<file path="config.mk">
export PLATFORM = sky130hd
export DESIGN_NAME = debug_monitor_top
export DESIGN_NICKNAME = d
export VERILOG_FILES = /design/src/debug_mon_pkg.sv /design/src/insn_classifier.sv /design/src/debug_cause_arbiter.sv /design/src/debug_monitor_top.sv
export SDC_FILE = /design/constraint.sdc
export NUM_CORES = 1
export LEC_CHECK = 0
export ABC_AREA = 1
export BUFFER_PORTS_ARGS = -buffer_cell sky130_fd_sc_hd__buf_2
export CORE_MARGIN = 5
export CORE_UTILIZATION = 40
export DETAILED_ROUTE_END_ITERATION = 6
export PLACE_DENSITY_LB_ADDON = 0.05
export SYNTH_ARGS = -nofsm -noshare
export SYNTH_HDL_FRONTEND = slang
export SYNTH_HIERARCHICAL = 1
export SYNTH_SLANG_ARGS = --single-unit
</file>
<file path="constraint.sdc">
create_clock -name cov_assert_if -period 4.6 [get_ports cov_assert_if]
set_input_delay 0.23 -clock cov_assert_if [delete_from_list [all_inputs] [get_ports cov_assert_if]]
set_output_delay 0.23 -clock cov_assert_if [all_outputs]
set_load 0.005 [all_outputs]
</file>
<file path="src/debug_mon_pkg.sv">
package debug_mon_pkg;

  // --------------------------------------------------
  // Widths and PC increments
  // --------------------------------------------------
  localparam int XLEN = 32;

  // Byte distance to the next instruction
  localparam logic [XLEN-1:0] PC_INC_RVC = 32'd2;
  localparam logic [XLEN-1:0] PC_INC_RVI = 32'd4;

  // --------------------------------------------------
  // Instruction encodings
  // --------------------------------------------------
  localparam logic [XLEN-1:0] EBREAK_INSN  = 32'h0010_0073;
  localparam logic [XLEN-1:0] WFI_INSN     = 32'h1050_0073;
  localparam logic [XLEN-1:0] DRET_INSN    = 32'h7b20_0073;

  // Compressed form, only the low half-word is meaningful
  localparam logic [15:0]     CEBREAK_INSN = 16'h9002;

  // --------------------------------------------------
  // Debug cause, same encoding as dcsr.cause
  // --------------------------------------------------
  typedef enum logic [2:0] {
    CAUSE_NONE    = 3'd0,
    CAUSE_EBREAK  = 3'd1,
    CAUSE_TRIGGER = 3'd2,
    CAUSE_HALTREQ = 3'd3,
    CAUSE_STEP    = 3'd4
  } dbg_cause_t;

  // --------------------------------------------------
  // Packed structs
  // --------------------------------------------------

  // One retirement from writeback
  typedef struct packed {
    logic            valid;
    logic [XLEN-1:0] pc;
    logic [XLEN-1:0] insn;
  } retire_t;

  // Quasi-static debug configuration
  typedef struct packed {
    logic            ebreakm;
    logic            step;
    logic            trig_en;
    logic [XLEN-1:0] tdata2;
    logic [XLEN-1:0] halt_addr;
    logic [XLEN-1:0] boot_addr;
  } dbg_cfg_t;

  // Per-cycle result of the classifier stage
  typedef struct packed {
    logic            valid;
    logic [XLEN-1:0] pc;
    logic [XLEN-1:0] next_pc;
    logic            is_ebreak;
    logic            is_wfi;
    logic            is_dret;
    logic            addr_match;
    logic            halt_req;
    logic            irq_pending;
  } cycle_info_t;

  // One debug-mode entry
  typedef struct packed {
    dbg_cause_t      cause;
    logic [XLEN-1:0] dpc;
    logic [XLEN-1:0] handler_pc;
  } dbg_entry_t;

endpackage

</file>
<file path="src/insn_classifier.sv">
`timescale 1ns/1ps

module insn_classifier (
  input  logic                           cov_assert_if,
  input  logic                           rst_n_i,
  input  debug_mon_pkg::retire_t         retire_i,
  input  logic                           debug_req_i,
  input  logic [debug_mon_pkg::XLEN-1:0] irq_i,
  input  logic [debug_mon_pkg::XLEN-1:0] mie_i,
  input  debug_mon_pkg::dbg_cfg_t        cfg_i,
  output debug_mon_pkg::cycle_info_t     info_o
);

  logic                       is_compressed;
  logic                       match_ebreak;
  logic                       match_cebreak;
  logic                       match_wfi;
  logic                       match_dret;
  logic                       match_tdata2;
  debug_mon_pkg::cycle_info_t info_d;
  debug_mon_pkg::cycle_info_t info_q;

  // --------------------------------------------------
  // Decode of the retired word
  // --------------------------------------------------

  // Low two bits other than 2'b11 mark a 16-bit instruction
  assign is_compressed = (retire_i.insn[1:0] != 2'b11);

  assign match_ebreak  = (retire_i.insn == debug_mon_pkg::EBREAK_INSN);
  assign match_cebreak = is_compressed &&
                         (retire_i.insn[15:0] == debug_mon_pkg::CEBREAK_INSN);
  assign match_wfi     = (retire_i.insn == debug_mon_pkg::WFI_INSN);
  assign match_dret    = (retire_i.insn == debug_mon_pkg::DRET_INSN);

  // Execute address trigger on the retiring pc
  assign match_tdata2  = (retire_i.pc == cfg_i.tdata2);

  // --------------------------------------------------
  // Next-state of the stage register
  // --------------------------------------------------
  always_comb begin
    info_d.valid   = retire_i.valid;
    info_d.pc      = retire_i.pc;
    info_d.next_pc = retire_i.pc + (is_compressed ? debug_mon_pkg::PC_INC_RVC
                                                  : debug_mon_pkg::PC_INC_RVI);

    // Instruction flags only count for a real retirement
    info_d.is_ebreak  = retire_i.valid && (match_ebreak || match_cebreak);
    info_d.is_wfi     = retire_i.valid && match_wfi;
    info_d.is_dret    = retire_i.valid && match_dret;
    info_d.addr_match = retire_i.valid && cfg_i.trig_en && match_tdata2;

    // Request lines are sampled every cycle
    info_d.halt_req    = debug_req_i;
    info_d.irq_pending = |(irq_i & mie_i);
  end

  // pc and next_pc ride along without reset, the flags are cleared
  always_ff @(posedge cov_assert_if) begin
    info_q <= info_d;
    if (!rst_n_i) begin
      info_q.valid       <= 1'b0;
      info_q.is_ebreak   <= 1'b0;
      info_q.is_wfi      <= 1'b0;
      info_q.is_dret     <= 1'b0;
      info_q.addr_match  <= 1'b0;
      info_q.halt_req    <= 1'b0;
      info_q.irq_pending <= 1'b0;
    end
  end

  assign info_o = info_q;

endmodule

</file>
<file path="src/debug_cause_arbiter.sv">
`timescale 1ns/1ps

module debug_cause_arbiter (
  input  logic                           cov_assert_if,
  input  logic                           rst_n_i,
  input  debug_mon_pkg::cycle_info_t     info_i,
  input  debug_mon_pkg::dbg_cfg_t        cfg_i,
  output logic                           entry_valid_o,
  output debug_mon_pkg::dbg_entry_t      entry_o,
  output logic                           exit_valid_o,
  output logic [debug_mon_pkg::XLEN-1:0] resume_pc_o,
  output logic                           illegal_dret_o,
  output logic                           debug_mode_o,
  output logic                           sleep_o
);

  // Mode state
  logic                           debug_mode_q;
  logic                           sleep_q;
  logic                           sleep_d;
  logic [debug_mon_pkg::XLEN-1:0] dpc_q;
  logic [debug_mon_pkg::XLEN-1:0] last_npc_q;

  // Decisions for the current cycle
  debug_mon_pkg::dbg_cause_t      cause;
  logic [debug_mon_pkg::XLEN-1:0] dpc_d;
  logic [debug_mon_pkg::XLEN-1:0] handler_pc;
  logic                           take_entry;
  logic                           take_exit;
  logic                           bad_dret;

  // Output registers
  logic                           entry_valid_q;
  debug_mon_pkg::dbg_entry_t      entry_q;
  logic                           exit_valid_q;
  logic [debug_mon_pkg::XLEN-1:0] resume_pc_q;
  logic                           illegal_dret_q;

  // --------------------------------------------------
  // Cause priority
  // --------------------------------------------------

  // Trigger beats ebreak beats haltreq beats step
  always_comb begin
    cause = debug_mon_pkg::CAUSE_NONE;
    if (!debug_mode_q) begin
      if (info_i.addr_match) begin
        cause = debug_mon_pkg::CAUSE_TRIGGER;
      end else if (info_i.is_ebreak && cfg_i.ebreakm) begin
        cause = debug_mon_pkg::CAUSE_EBREAK;
      end else if (info_i.halt_req) begin
        cause = debug_mon_pkg::CAUSE_HALTREQ;
      end else if (info_i.valid && cfg_i.step) begin
        cause = debug_mon_pkg::CAUSE_STEP;
      end
    end
  end

  // --------------------------------------------------
  // Debug PC
  // --------------------------------------------------
  always_comb begin
    case (cause)
      // Trigger and ebreak do not complete, resume re-executes them
      debug_mon_pkg::CAUSE_TRIGGER,
      debug_mon_pkg::CAUSE_EBREAK: begin
        dpc_d = info_i.pc;
      end
      debug_mon_pkg::CAUSE_HALTREQ: begin
        // No retire this cycle means the core halts where it left off
        dpc_d = info_i.valid ? info_i.next_pc : last_npc_q;
      end
      debug_mon_pkg::CAUSE_STEP: begin
        dpc_d = info_i.next_pc;
      end
      default: begin
        dpc_d = last_npc_q;
      end
    endcase
  end

  // Handler entry is word aligned
  assign handler_pc = {cfg_i.halt_addr[debug_mon_pkg::XLEN-1:2], 2'b00};

  assign take_entry = (cause != debug_mon_pkg::CAUSE_NONE);
  assign take_exit  = debug_mode_q && info_i.is_dret;

  // A stepped dret enters debug mode instead of trapping
  assign bad_dret   = !debug_mode_q && info_i.is_dret && !take_entry;

  // --------------------------------------------------
  // WFI sleep
  // --------------------------------------------------
  always_comb begin
    sleep_d = sleep_q;
    if (info_i.is_wfi && !debug_mode_q && !info_i.halt_req && !cfg_i.step) begin
      sleep_d = 1'b1;
    end
    // Wake-up wins over a WFI in the same cycle
    if (info_i.irq_pending || info_i.halt_req) begin
      sleep_d = 1'b0;
    end
    if (take_entry) begin
      sleep_d = 1'b0;
    end
  end

  // --------------------------------------------------
  // Control state
  // --------------------------------------------------
  always_ff @(posedge cov_assert_if) begin
    if (!rst_n_i) begin
      debug_mode_q   <= 1'b0;
      sleep_q        <= 1'b0;
      last_npc_q     <= cfg_i.boot_addr;
      entry_valid_q  <= 1'b0;
      exit_valid_q   <= 1'b0;
      illegal_dret_q <= 1'b0;
    end else begin
      sleep_q        <= sleep_d;
      entry_valid_q  <= take_entry;
      exit_valid_q   <= take_exit;
      illegal_dret_q <= bad_dret;

      if (take_entry) begin
        debug_mode_q <= 1'b1;
      end else if (take_exit) begin
        debug_mode_q <= 1'b0;
      end

      // Program flow resumes at dpc after dret
      if (take_exit) begin
        last_npc_q <= dpc_q;
      end else if (info_i.valid && !debug_mode_q) begin
        last_npc_q <= info_i.next_pc;
      end
    end
  end

  // --------------------------------------------------
  // Payload registers
  // --------------------------------------------------
  always_ff @(posedge cov_assert_if) begin
    if (take_entry) begin
      dpc_q              <= dpc_d;
      entry_q.cause      <= cause;
      entry_q.dpc        <= dpc_d;
      entry_q.handler_pc <= handler_pc;
    end
    if (take_exit) begin
      resume_pc_q <= dpc_q;
    end
  end

  assign entry_valid_o  = entry_valid_q;
  assign entry_o        = entry_q;
  assign exit_valid_o   = exit_valid_q;
  assign resume_pc_o    = resume_pc_q;
  assign illegal_dret_o = illegal_dret_q;
  assign debug_mode_o   = debug_mode_q;
  assign sleep_o        = sleep_q;

endmodule

</file>
<file path="src/debug_monitor_top.sv">
`timescale 1ns/1ps

module debug_monitor_top (
  input  logic                           cov_assert_if,
  input  logic                           rst_n_i,
  input  debug_mon_pkg::retire_t         retire_i,
  input  logic                           debug_req_i,
  input  logic [debug_mon_pkg::XLEN-1:0] irq_i,
  input  logic [debug_mon_pkg::XLEN-1:0] mie_i,
  input  debug_mon_pkg::dbg_cfg_t        cfg_i,
  output logic                           entry_valid_o,
  output debug_mon_pkg::dbg_entry_t      entry_o,
  output logic                           exit_valid_o,
  output logic [debug_mon_pkg::XLEN-1:0] resume_pc_o,
  output logic                           illegal_dret_o,
  output logic                           debug_mode_o,
  output logic                           sleep_o
);

  // Registered stage 1 result
  debug_mon_pkg::cycle_info_t info;

  // --------------------------------------------------
  // Stage 1, classify retire and sample requests
  // --------------------------------------------------
  insn_classifier u_classifier (
    .cov_assert_if (cov_assert_if),
    .rst_n_i       (rst_n_i),
    .retire_i      (retire_i),
    .debug_req_i   (debug_req_i),
    .irq_i         (irq_i),
    .mie_i         (mie_i),
    .cfg_i         (cfg_i),
    .info_o        (info)
  );

  // --------------------------------------------------
  // Stage 2, debug state and output strobes
  // --------------------------------------------------
  debug_cause_arbiter u_arbiter (
    .cov_assert_if  (cov_assert_if),
    .rst_n_i        (rst_n_i),
    .info_i         (info),
    .cfg_i          (cfg_i),
    .entry_valid_o  (entry_valid_o),
    .entry_o        (entry_o),
    .exit_valid_o   (exit_valid_o),
    .resume_pc_o    (resume_pc_o),
    .illegal_dret_o (illegal_dret_o),
    .debug_mode_o   (debug_mode_o),
    .sleep_o        (sleep_o)
  );

endmodule

</file>
==> results of run 1 <==
==> registers in the layout, indices dropped and copies added (netlist names) <==
| register | flops |
|---|---|
| u_classifier/info_o | 70 |
| u_arbiter/entry_o | 65 |
| u_arbiter/last_npc_q | 32 |
| u_arbiter/resume_pc_o | 32 |
| u_arbiter/debug_mode_o | 1 |
| u_arbiter/entry_valid_o | 1 |
| u_arbiter/exit_valid_o | 1 |
| u_arbiter/illegal_dret_o | 1 |
| u_arbiter/sleep_o | 1 |
==> layout make-up <==
| type | instances | area, um^2 | area share |
|---|---|---|---|
| tap | 319 | 399 | 0.0308 |
| timing repair buffer | 402 | 2370 | 0.183 |
| clock buffer | 29 | 661 | 0.0510 |
| clock inverter | 11 | 100 | 0.00773 |
| multi-input combinational | 793 | 3580 | 0.276 |
| inverter | 126 | 473 | 0.0365 |
| sequential | 204 | 5380 | 0.415 |
==> worst min-delay path: cells and delay by family <==
| family | cells | cell delay, ns |
|---|---|---|
| simple gates | 1 | 0.08 |
| buf+inv | 2 | 0.18 |
==> cells by family after synthesis <==
| group | count (synthesis) | synth area share |
|---|---|---|
| AO/OA/AOI/OAI | 64 | 0.0414 |
| XOR/XNOR | 32 | 0.0293 |
| adder cells (fa/ha/maj) | 1 | 0.00131 |
| flip-flops | 204 | 0.561 |
| other | 1 | 0.000391 |
| AND/OR/NAND/NOR | 694 | 0.299 |
| buffers and inverters | 160 | 0.0673 |
==> how the worst max path moves through the flow <==
stage / to / slack [ns]
5_1_grt: u_arbiter/entry_o[57] / 1.89
3_5_place_dp: u_arbiter/entry_o[57] / 2.00
4_1_cts: u_arbiter/entry_o[33] / 2.01
3_3_place_gp: u_arbiter/entry_o[9] / 2.05
6_report: u_arbiter/entry_o[23] / 2.03
2_1_floorplan: u_arbiter/entry_o[10] / 1.99
==> power groups by stage <==
stage               logic, mW  clock network, mW  registers, mW
floorplan               0.256                  0           2.17
global placement        0.500                  0           2.18
detailed placement      0.509                  0           2.18
CTS                     0.552               1.84           2.14
global route            0.622               1.92           2.15
finish                  0.551               1.80           2.14
==> timing repair <==
action                     in CTS  in global routing
hold buffers                   66                  0
hold endpoints to repair       68                  0
setup endpoints to repair       0                  0
==> through the flow <==
stage | hold slack (ns) | worst slack [ns] | total power, mW
3_5_place_dp | 0.387 | 2.00 | 2.69
3_3_place_gp | 0.375 | 2.05 | 2.68
4_1_cts | 0.0100 | 2.01 | 4.54
6_report | 0.0235 | 2.03 | 4.49
2_1_floorplan | 0.258 | 1.99 | 2.42
5_1_grt | 0.0279 | 1.89 | 4.69
==> cell usage in the layout, fill, tap and decap left out, types with 5 or more instances in the layout <==
cell type,netlist,routed
buf_2,20,330
buf_4,3,5
clkbuf_16,0,25
clkinv_2,0,5
dfxtp_1,75,75
dlygate4sd3_1,0,66
edfxtp_1,129,129
inv_1,122,122
nand2_1,429,427
nand2_2,6,7
nand3_1,75,75
nand4_1,7,7
nor2_1,141,141
nor2_2,6,6
nor3_1,12,12
o211ai_1,29,29
o21ai_0,27,27
o21ai_1,5,5
xnor2_1,13,13
xor2_1,19,19
==> per-layer routing <==
layer / vias to the layer above / track usage / wire [um]
met3: 27 / 0.0389 / 2610
li1: 4465 / - / -
met1: 3905 / 0.300 / 13400
met2: 354 / 0.345 / 13300
met4: 0 / 0.0371 / 327
met5: - / 0 / 0
==> metrics.txt, run 1 <==
run status finished, final reports clean; Worst path depth 6; Worst R2R Path Depth 6; crit share post-route 0.559; area growth from synthesis to layout 35.2%; CTS clk-pin slew, worst paths about 0.06 ns; Total Wirelength between 20 and 30 mm; top cell type's share of synthesized area 0.404; Flop pwr share 0.477; max-cap violation count 0; setup slack, reg-to-reg 2.03 ns; RSZ-0062 raised after global routing no; number of synthesized flops with an enable pin 129; Rows 56; worst skew pair latency between 0.5 and 0.6 ns; clock power share 0.401; Max Slew Vio Count 0; fmax just under 400 MHz; Final GP Congestion around 0.9; Layout fillers 2231; hold path depth 3; Final Hold Vio Count 0; die width 165 um; n_diodes 0; Initial Util 0.407; CP max stage cell inv_2; TritonCTS clock tree built; Longest Clk Path Bufs 3; Post-synth ARST share 0; Layout Cells excl Fill between 1500 and 2000; num ports 335; gr usage total 0.212; P_int ~3.4 mW; DP HPWL approximately 22 mm; HP Class input port to flop; placed cell count 1778; initial antenna violation count 1; Crit Path Class flop to flop; CTS Sinks 204; main flop type after synthesis edfxtp_1; CP required 4.82 ns; Crit. Startpoint u_arbiter/debug_mode_o; relative slew slack 0.224; layout cells sized above 1 0.258; Num CTS Buffers 22; peak supply drop 0.240 mV; post-route minimum period 2.57 ns; Critical Path Start Type flop; Least-Margin Pin Slew approximately 1.2 ns; Die Y approximately 160 um; core area 23500 um^2; combinational fraction of design power 0.123; fin nets around 1800; skew final 0.0115 ns; post-route cell area about 13000 um^2; CP dominant cell by count inv_2; Yosys top cell by area edfxtp_1; post-synth cell types 35; DRT Pass-1 Iters 5; clock root buffer clkbuf_16; hold endpoint u_classifier/info_o[70]; die area between 20000 and 30000 um^2; Port-buffer cells 330; CP max stage delay 0.58 ns; Worst Path Max Fanout between 50 and 60; CP top delay family buffers and inverters; Power Dens Cells 347 nW/um^2; vias approximately 9000; placed cell areas approximately 12000 um^2; CP Capture Type flop; post-cts resize count 0; Syn Area/Cell 8.29 um^2; leakage around 6.3 nW; DR DRC count 0; sequential area share after synthesis 0.561; CTS HTree Levels 1; Sw Share 0.244; Final Util 0.550; Routed Antenna Nets 0; Critical Path AT 2.79 ns; setup bufs post-CTS 0; ranking of synthesized cells by area edfxtp_1, nand2_1, dfxtp_1; DR vias/cell 4.64; wire length per cell 15.8 um; hold_sp retire_i[64]; synthesized cell area 9580 um^2; CP cell instances inv_2 -> nand2_2 -> nand2_1 -> inv_2 -> nand2_4 -> buf_12; synth warn 6; Net Sw Power 1.09 mW; first-pass GRT wire length about 45 mm; Post-synth top cells nand2_1, nor2_1, edfxtp_1; Yosys reg bits 204; total grt overflow 0; setup TNS 0 ns; worst r2r src u_arbiter/debug_mode_o; initial DRC count 550; most common cell in the netlist nand2_1; Setup Viol. Count Final 0; Mapped Cells approximately 1200; largest net degree at the start of global routing slightly above 60; Reg2Reg Capture Point u_arbiter/entry_o[23]; WP buf/inv 3; vias in the first global route 8437
(Power assumes the default switching activity.)
==> inputs of run 2 (changes only) <==
==> constraint.sdc (replaced) <==
create_clock -name cov_assert_if -period 2.53 [get_ports cov_assert_if]
set_input_delay 0.1265 -clock cov_assert_if [delete_from_list [all_inputs] [get_ports cov_assert_if]]
set_output_delay 0.1265 -clock cov_assert_if [all_outputs]
set_load 0.005 [all_outputs]
==> metrics.txt, run 2 (synthesis results as in run 1) <==
worst skew pair latency 0.50 ns (was 0.51 ns); post-route minimum period 2.33 ns; CP endpoint u_classifier/info_o[4] (was u_arbiter/entry_o[23]); Longest Clk Path Bufs 3 (unchanged); Routed Antenna Nets 0 (unchanged); Multi-input gate area 3570 um^2 (was 3580 um^2); most common cell after layout, fill and taps aside nand2_1 (unchanged); wire length per cell 15.5 um (was 15.8 um); HP Class input port to flop (unchanged); Rows 56 (unchanged); peak supply drop 0.372 mV (was 0.240 mV); clock root buffer clkbuf_16 (unchanged); Die Y 165 um (unchanged); n_diodes 0 (unchanged); CP top delay family buffers and inverters (unchanged); Final GP Congestion 0.849 (was 0.874); layout cells sized above 1 0.252 (was 0.258); CP Capture Type flop (unchanged); vias in the first global route 8717 (was 8437); CP max stage delay 0.56 ns (was 0.58 ns); most frequent cells in the layout nand2_1, buf_2, nor2_1 (unchanged); Sw Share 0.240 (was 0.244); vias 9049 (was 8751); setup bufs post-CTS 0 (unchanged); area growth from synthesis to layout 40.4% (was 35.2%); CP max stage cell dlygate4sd3_1 (was inv_2); CTS clk-pin slew, worst paths 0.06 ns (about the same); Max Slew Vio Count 0 (unchanged); fin nets 1830 (was 1781); first-pass GRT wire length 45.9 mm (was 45.0 mm); WP buf/inv 5 (was 3); max reg flops 70 (unchanged); Reg2Reg Capture Point u_arbiter/entry_o[2] (was u_arbiter/entry_o[23]); combinational fraction of design power 0.129 (was 0.123); Setup Viol. Count Final 0 (unchanged); DR DRC count 0 (unchanged); setup TNS 0 ns (unchanged); total grt overflow 0 (unchanged); Crit. Startpoint retire_i[23] (was u_arbiter/debug_mode_o); fmax 429 MHz; leakage 6.49 nW (was 6.27 nW); Worst Path Max Fanout 2 (was 56); Power Dens Cells 611 nW/um^2 (was 347 nW/um^2); initial DRC count 744 (was 550); DP HPWL 21.7 mm (was 21.5 mm); DR vias/cell 4.68 (was 4.64); hold_ws 0.0344 ns (was 0.0235 ns); storage element area 5380 um^2 (unchanged); num ports 335 (unchanged); CP required 2.97 ns (was 4.82 ns); Initial Util 0.407 (unchanged); setup slack, reg-to-reg 0.70 ns (was 2.03 ns); DRT Pass-1 Iters 5 (unchanged); worst r2r src u_classifier/info_o[70] (was u_arbiter/debug_mode_o); skew final 0.0117 ns (was 0.0115 ns); Worst path depth 8 (was 6); clock power share 0.397 (was 0.401); Total Wirelength 30.0 mm (was 29.7 mm); die area 27100 um^2 (unchanged); initial antenna violation count 1 (unchanged); Layout fillers 2172 (was 2231); Crit Path Class input port to flop (was flop to flop); CP dominant cell by count dlygate4sd3_1 (was inv_2); Net Sw Power 1.97 mW (was 1.09 mW); Critical Path Start Type input port (was flop); Final Util 0.571 (was 0.550); RSZ-0062 raised after global routing no (unchanged); Final Power 8.22 mW (was 4.49 mW); Worst R2R Path Depth 5 (was 6); run status finished, final reports clean (unchanged); crit share post-route 0.922; P_int 6.24 mW (was 3.40 mW); Flop pwr share 0.474 (was 0.477); Port-buffer cells 330 (unchanged); TritonCTS clock tree built (unchanged); Num CTS Buffers 23 (was 22); Final Hold Vio Count 0 (unchanged); gr usage total 0.216 (was 0.212); largest net degree at the start of global routing 67 (was 62); CTS HTree Levels 1 (unchanged); CP cell instances dlygate4sd3_1 -> buf_2 -> nor2_1 -> dlygate4sd3_1 -> nand3_1 -> dlygate4sd3_1 -> nor3_1 -> dlygate4sd3_1 (was inv_2 -> nand2_2 -> nand2_1 -> inv_2 -> nand2_4 -> buf_12); core area 23500 um^2 (unchanged); CTS Sinks 204 (unchanged); die width 165 um (unchanged); max-cap violation count 0 (unchanged); Critical Path AT 2.77 ns (was 2.79 ns)
-- run 2: cell count changes in the layout (fill, tap and decap cells not counted), moves of 2 or more --
cell / delta
clkbuf_16: -2
clkbuf_1: +2
clkinv_1: +2
dlygate4sd3_1: +41
buf_4: +2
buf_12: +5
-- run 2: cell type report --
cell class                      instances  share of cell area
Clock buffer                           31              0.0475
Timing Repair Buffer                  450               0.215
Tap cell                              319              0.0297
Inverter                              126              0.0352
Clock inverter                         10             0.00763
Multi-Input combinational cell        793               0.265
Sequential cell                       204               0.400
-- run 2: layer usage --
| metal | wire length (um) | track usage | vias to the layer above | part of all wire |
|---|---|---|---|---|
| li1 | - | - | 4566 | - |
| met1 | 13400 | 0.302 | 4064 | 0.44 |
| met2 | 13700 | 0.357 | 371 | 0.46 |
| met3 | 2390 | 0.0309 | 48 | 0.080 |
| met4 | 577 | 0.0499 | 0 | 0.019 |
| met5 | 0 | 0 | - | 0 |
-- run 2: power groups by stage --
stage	clock (mW)	combinational, mW	sequential [mW]
2_1_floorplan	0	0.466	3.94
3_3_place_gp	0	0.926	3.96
3_5_place_dp	0	0.943	3.96
4_1_cts	3.33	1.07	3.89
5_1_grt	3.49	1.19	3.92
6_report	3.26	1.06	3.89
-- run 2: repair_timing --
action / in CTS / in global routing
hold endpoints to repair: 126 / 0
hold buffers: 107 / 0
gates resized for setup: 0 / 0
-- run 2: worst min path at each step --
| stage | start | to | cells past startpoint |
|---|---|---|---|
| 5_1_grt | retire_i[2] | u_classifier/info_o[3] | 6 |
| 3_3_place_gp | retire_i[32] | u_classifier/info_o[6] | 1 |
| 3_5_place_dp | retire_i[32] | u_classifier/info_o[6] | 1 |
| 4_1_cts | retire_i[2] | u_classifier/info_o[3] | 6 |
| 6_report | mie_i[18] | u_classifier/info_o[0] | 5 |
| 2_1_floorplan | retire_i[33] | u_classifier/info_o[39] | 0 |
-- run 2: metrics by stage --
stage	setup WS, ns	instance area [um^2]	std cells
after floorplan	0.546	9590	1157
after global placement	0.727	11600	1785
after detailed placement	0.684	11600	1785
after CTS	0.236	13500	1933
after global routing	0.128	13500	1933
final	0.197	13500	1933
-- run 2: worst min-delay path, stage by stage --
cell and delay, ns:
buf_2 0.07, nand2_1 0.04, nand4_1 0.08, nor2_1 0.06, a21oi_1 0.11
==> inputs of run 3 (changes only) <==
--- a/config.mk
+++ b/config.mk
@@ -11,7 +11,7 @@
 export CORE_UTILIZATION = 40
 export DETAILED_ROUTE_END_ITERATION = 6
 export PLACE_DENSITY_LB_ADDON = 0.05
+export RECOVER_POWER = 50
 export SYNTH_ARGS = -nofsm -noshare
 export SYNTH_HDL_FRONTEND = slang
-export SYNTH_HIERARCHICAL = 1
 export SYNTH_SLANG_ARGS = --single-unit
==> metrics.txt, run 3 <==
gr usage total 0.221 (was 0.216); initial antenna violation count 3 (was 1); number of synthesized flops with an enable pin 129 (unchanged); max reg flops 70 (unchanged); total grt overflow 0 (unchanged); P_int 6.23 mW (was 6.24 mW); peak supply drop 0.315 mV (was 0.372 mV); Critical Path Start Type input port (unchanged); DR vias/cell 4.61 (was 4.68); Synth Area in Simple Gates 0.282 (was 0.299); HP Class input port to flop (unchanged); fmax 413 MHz (was 429 MHz); ranking of synthesized cells by area edfxtp_1, dfxtp_1, nand2_1 (was edfxtp_1, nand2_1, dfxtp_1); Final Power 8.18 mW (was 8.22 mW); max-cap violation count 1 (was 0); synthesized cell area 8960 um^2 (was 9580 um^2); failing checks capacitance limit, slew limit; Least-Margin Pin Slew 1.59 ns; Total Wirelength 29.0 mm (was 30.0 mm); Yosys top cell by area edfxtp_1 (unchanged); fin nets 1704 (was 1830); vias in the first global route 8175 (was 8717); Final Hold Vio Count 0 (unchanged); Post-synth ARST share 0 (unchanged); worst skew pair latency 0.50 ns (about the same); compound-cell area share of the yosys netlist 0.0317 (was 0.0414); DR DRC count 0 (unchanged); most common cell after layout, fill and taps aside nand2_1 (unchanged); Max Slew Vio Count 27 (was 0); most frequent cells in the layout nand2_1, buf_2, edfxtp_1 (was nand2_1, buf_2, nor2_1); Die Y 160 um (was 165 um); Longest Clk Path Bufs 3 (unchanged); TritonCTS clock tree built (unchanged); Mapped Cells 1012 (was 1156); Adder-Cell Fraction of Synth Area 0.00503 (was 0.00131); multiplexer share of the synthesized area 0 (unchanged); DP HPWL 21.6 mm (was 21.7 mm); post-synth cell types 33 (was 35); Final Util 0.581 (was 0.571); run status finished with violations (was finished, final reports clean); Critical Path AT 2.87 ns (was 2.77 ns); Worst Path Max Fanout 2 (unchanged); vias 8158 (was 9049); Post-Synth XOR/XNOR Area 0.0293 (about the same); wire length per cell 16.4 um (was 15.5 um); Sw Share 0.239 (was 0.240); combinational fraction of design power 0.118 (was 0.129); crit share post-route 0.957 (was 0.922); Net Sw Power 1.95 mW (was 1.97 mW); clock root buffer clkbuf_16 (unchanged); CTS HTree Levels 1 (unchanged); core area 22000 um^2 (was 23500 um^2); CP required 2.97 ns (about the same); clock power share 0.404 (was 0.397); Initial Util 0.408 (was 0.407); Flop pwr share 0.478 (was 0.474); layout cells sized above 1 0.200 (was 0.252); Power Dens Cells 641 nW/um^2 (was 611 nW/um^2); DRT Pass-1 Iters 5 (unchanged); leakage 5.84 nW (was 6.49 nW); Syn Area/Cell 8.85 um^2 (was 8.29 um^2); Port-buffer cells 330 (unchanged); most common cell in the netlist nand2_1 (unchanged); die area 25500 um^2 (was 27100 um^2); Post-synth top cells nand2_1, edfxtp_1, nor2_1 (was nand2_1, nor2_1, edfxtp_1); worst slack, placed 0.541 ns (was 0.684 ns); top cell type's share of synthesized area 0.433 (was 0.404); setup TNS 0 ns (unchanged); first-pass GRT wire length 44.9 mm (was 45.9 mm); Yosys reg bits 204 (unchanged); area growth from synthesis to layout 42.6% (was 40.4%); Setup Viol. Count Final 0 (unchanged); post-route minimum period 2.42 ns (was 2.33 ns); die width 160 um (was 165 um); Final Worst Setup Slack 0.108 ns (was 0.197 ns); largest net degree at the start of global routing 54 (was 67); Rows 54 (was 56); main flop type after synthesis edfxtp_1 (unchanged); Routed Antenna Nets 0 (unchanged); CTS Sinks 204 (unchanged); CTS clk-pin slew, worst paths 0.05 ns (was 0.06 ns); Crit Path Class input port to flop (unchanged); initial DRC count 380 (was 744); largest family of logic cells by synthesized area simple AND/OR/NAND/NOR gates (unchanged); sequential area share after synthesis 0.600 (was 0.561); RSZ-0062 raised after global routing no (unchanged); synth warn 0 (was 6); num ports 335 (unchanged); relative slew slack -0.0599; skew final 0.0124 ns (was 0.0117 ns); Num CTS Buffers 24 (was 23); CP Capture Type flop (unchanged); Final GP Congestion 0.881 (was 0.849)
-- run 3: path summary, 6_finish.rpt --
kind / cells past startpoint / startpoint / slack, ns / endpoint
worst max-delay path: 8 / retire_i[20] / 0.11 / u_classifier.info_o[3]
worst min-delay path: 4 / cfg_i[97] / 0.01 / u_arbiter.sleep_o
worst max register to register: 5 / u_arbiter.debug_mode_o / 0.48 / u_arbiter.last_npc_q[20]
worst min register to register: 3 / u_classifier.info_o[0] / 0.47 / u_arbiter.sleep_o
-- run 3: stage by stage --
stage | cell area, um^2 | instances | hold WS, ns
floorplan | 8960 | 1013 | 0.154
global placement | 11000 | 1612 | 0.259
detailed placement | 11000 | 1612 | 0.262
CTS | 12900 | 1768 | 0.000229
global route | 12800 | 1770 | 0.0232
finish | 12800 | 1770 | 0.0137
-- run 3: per-layer routing --
layer  global-route usage  vias up  share of wire
li1                     -     4182              -
met1                0.290     3648           0.44
met2                0.377      289           0.47
met3               0.0464       37          0.070
met4               0.0485        2          0.018
met5                    0        -        0.00024
-- run 3: cells by family after synthesis --
group / after synthesis
buf+inv: 117
simple gates: 616
fa+ha+maj: 3
xor+xnor: 30
other cells: 1
flops: 204
compound gates: 41
-- run 3: layout make-up --
cell class | count | area (um^2)
fillers | 2043 | 9190
flip-flops and latches | 204 | 5380
multi-input cells | 692 | 3130
repair buffers | 457 | 2790
clock buffers | 32 | 673
well taps | 280 | 350
inverters | 91 | 342
clock inverters | 12 | 97.6
diodes | 2 | 5.00
-- run 3: what timing repair did --
item                                   4_1_cts  5_1_grt
setup endpoints to repair                    0        1
resized for setup                            0        1
endpoints found under the hold margin      129        0
setup buffers                                0        0
hold buffers                               112        0
-- run 3: worst max-delay path: stages --
cell and delay, ns:
dlygate4sd3_1 0.52, buf_2 0.13, nor4_2 0.25, dlygate4sd3_1 0.58, nand4_1 0.07, dlygate4sd3_1 0.56, nor2_1 0.08, dlygate4sd3_1 0.54
-- run 3: power groups by stage --
stage               Clock [mW]  Combinational [mW]  Sequential, mW
finish                    3.31               0.963            3.91
global route              3.55                1.07            3.93
CTS                       3.40               0.993            3.91
detailed placement           0               0.862            3.98
global placement             0               0.853            3.98
floorplan                    0               0.361            3.98
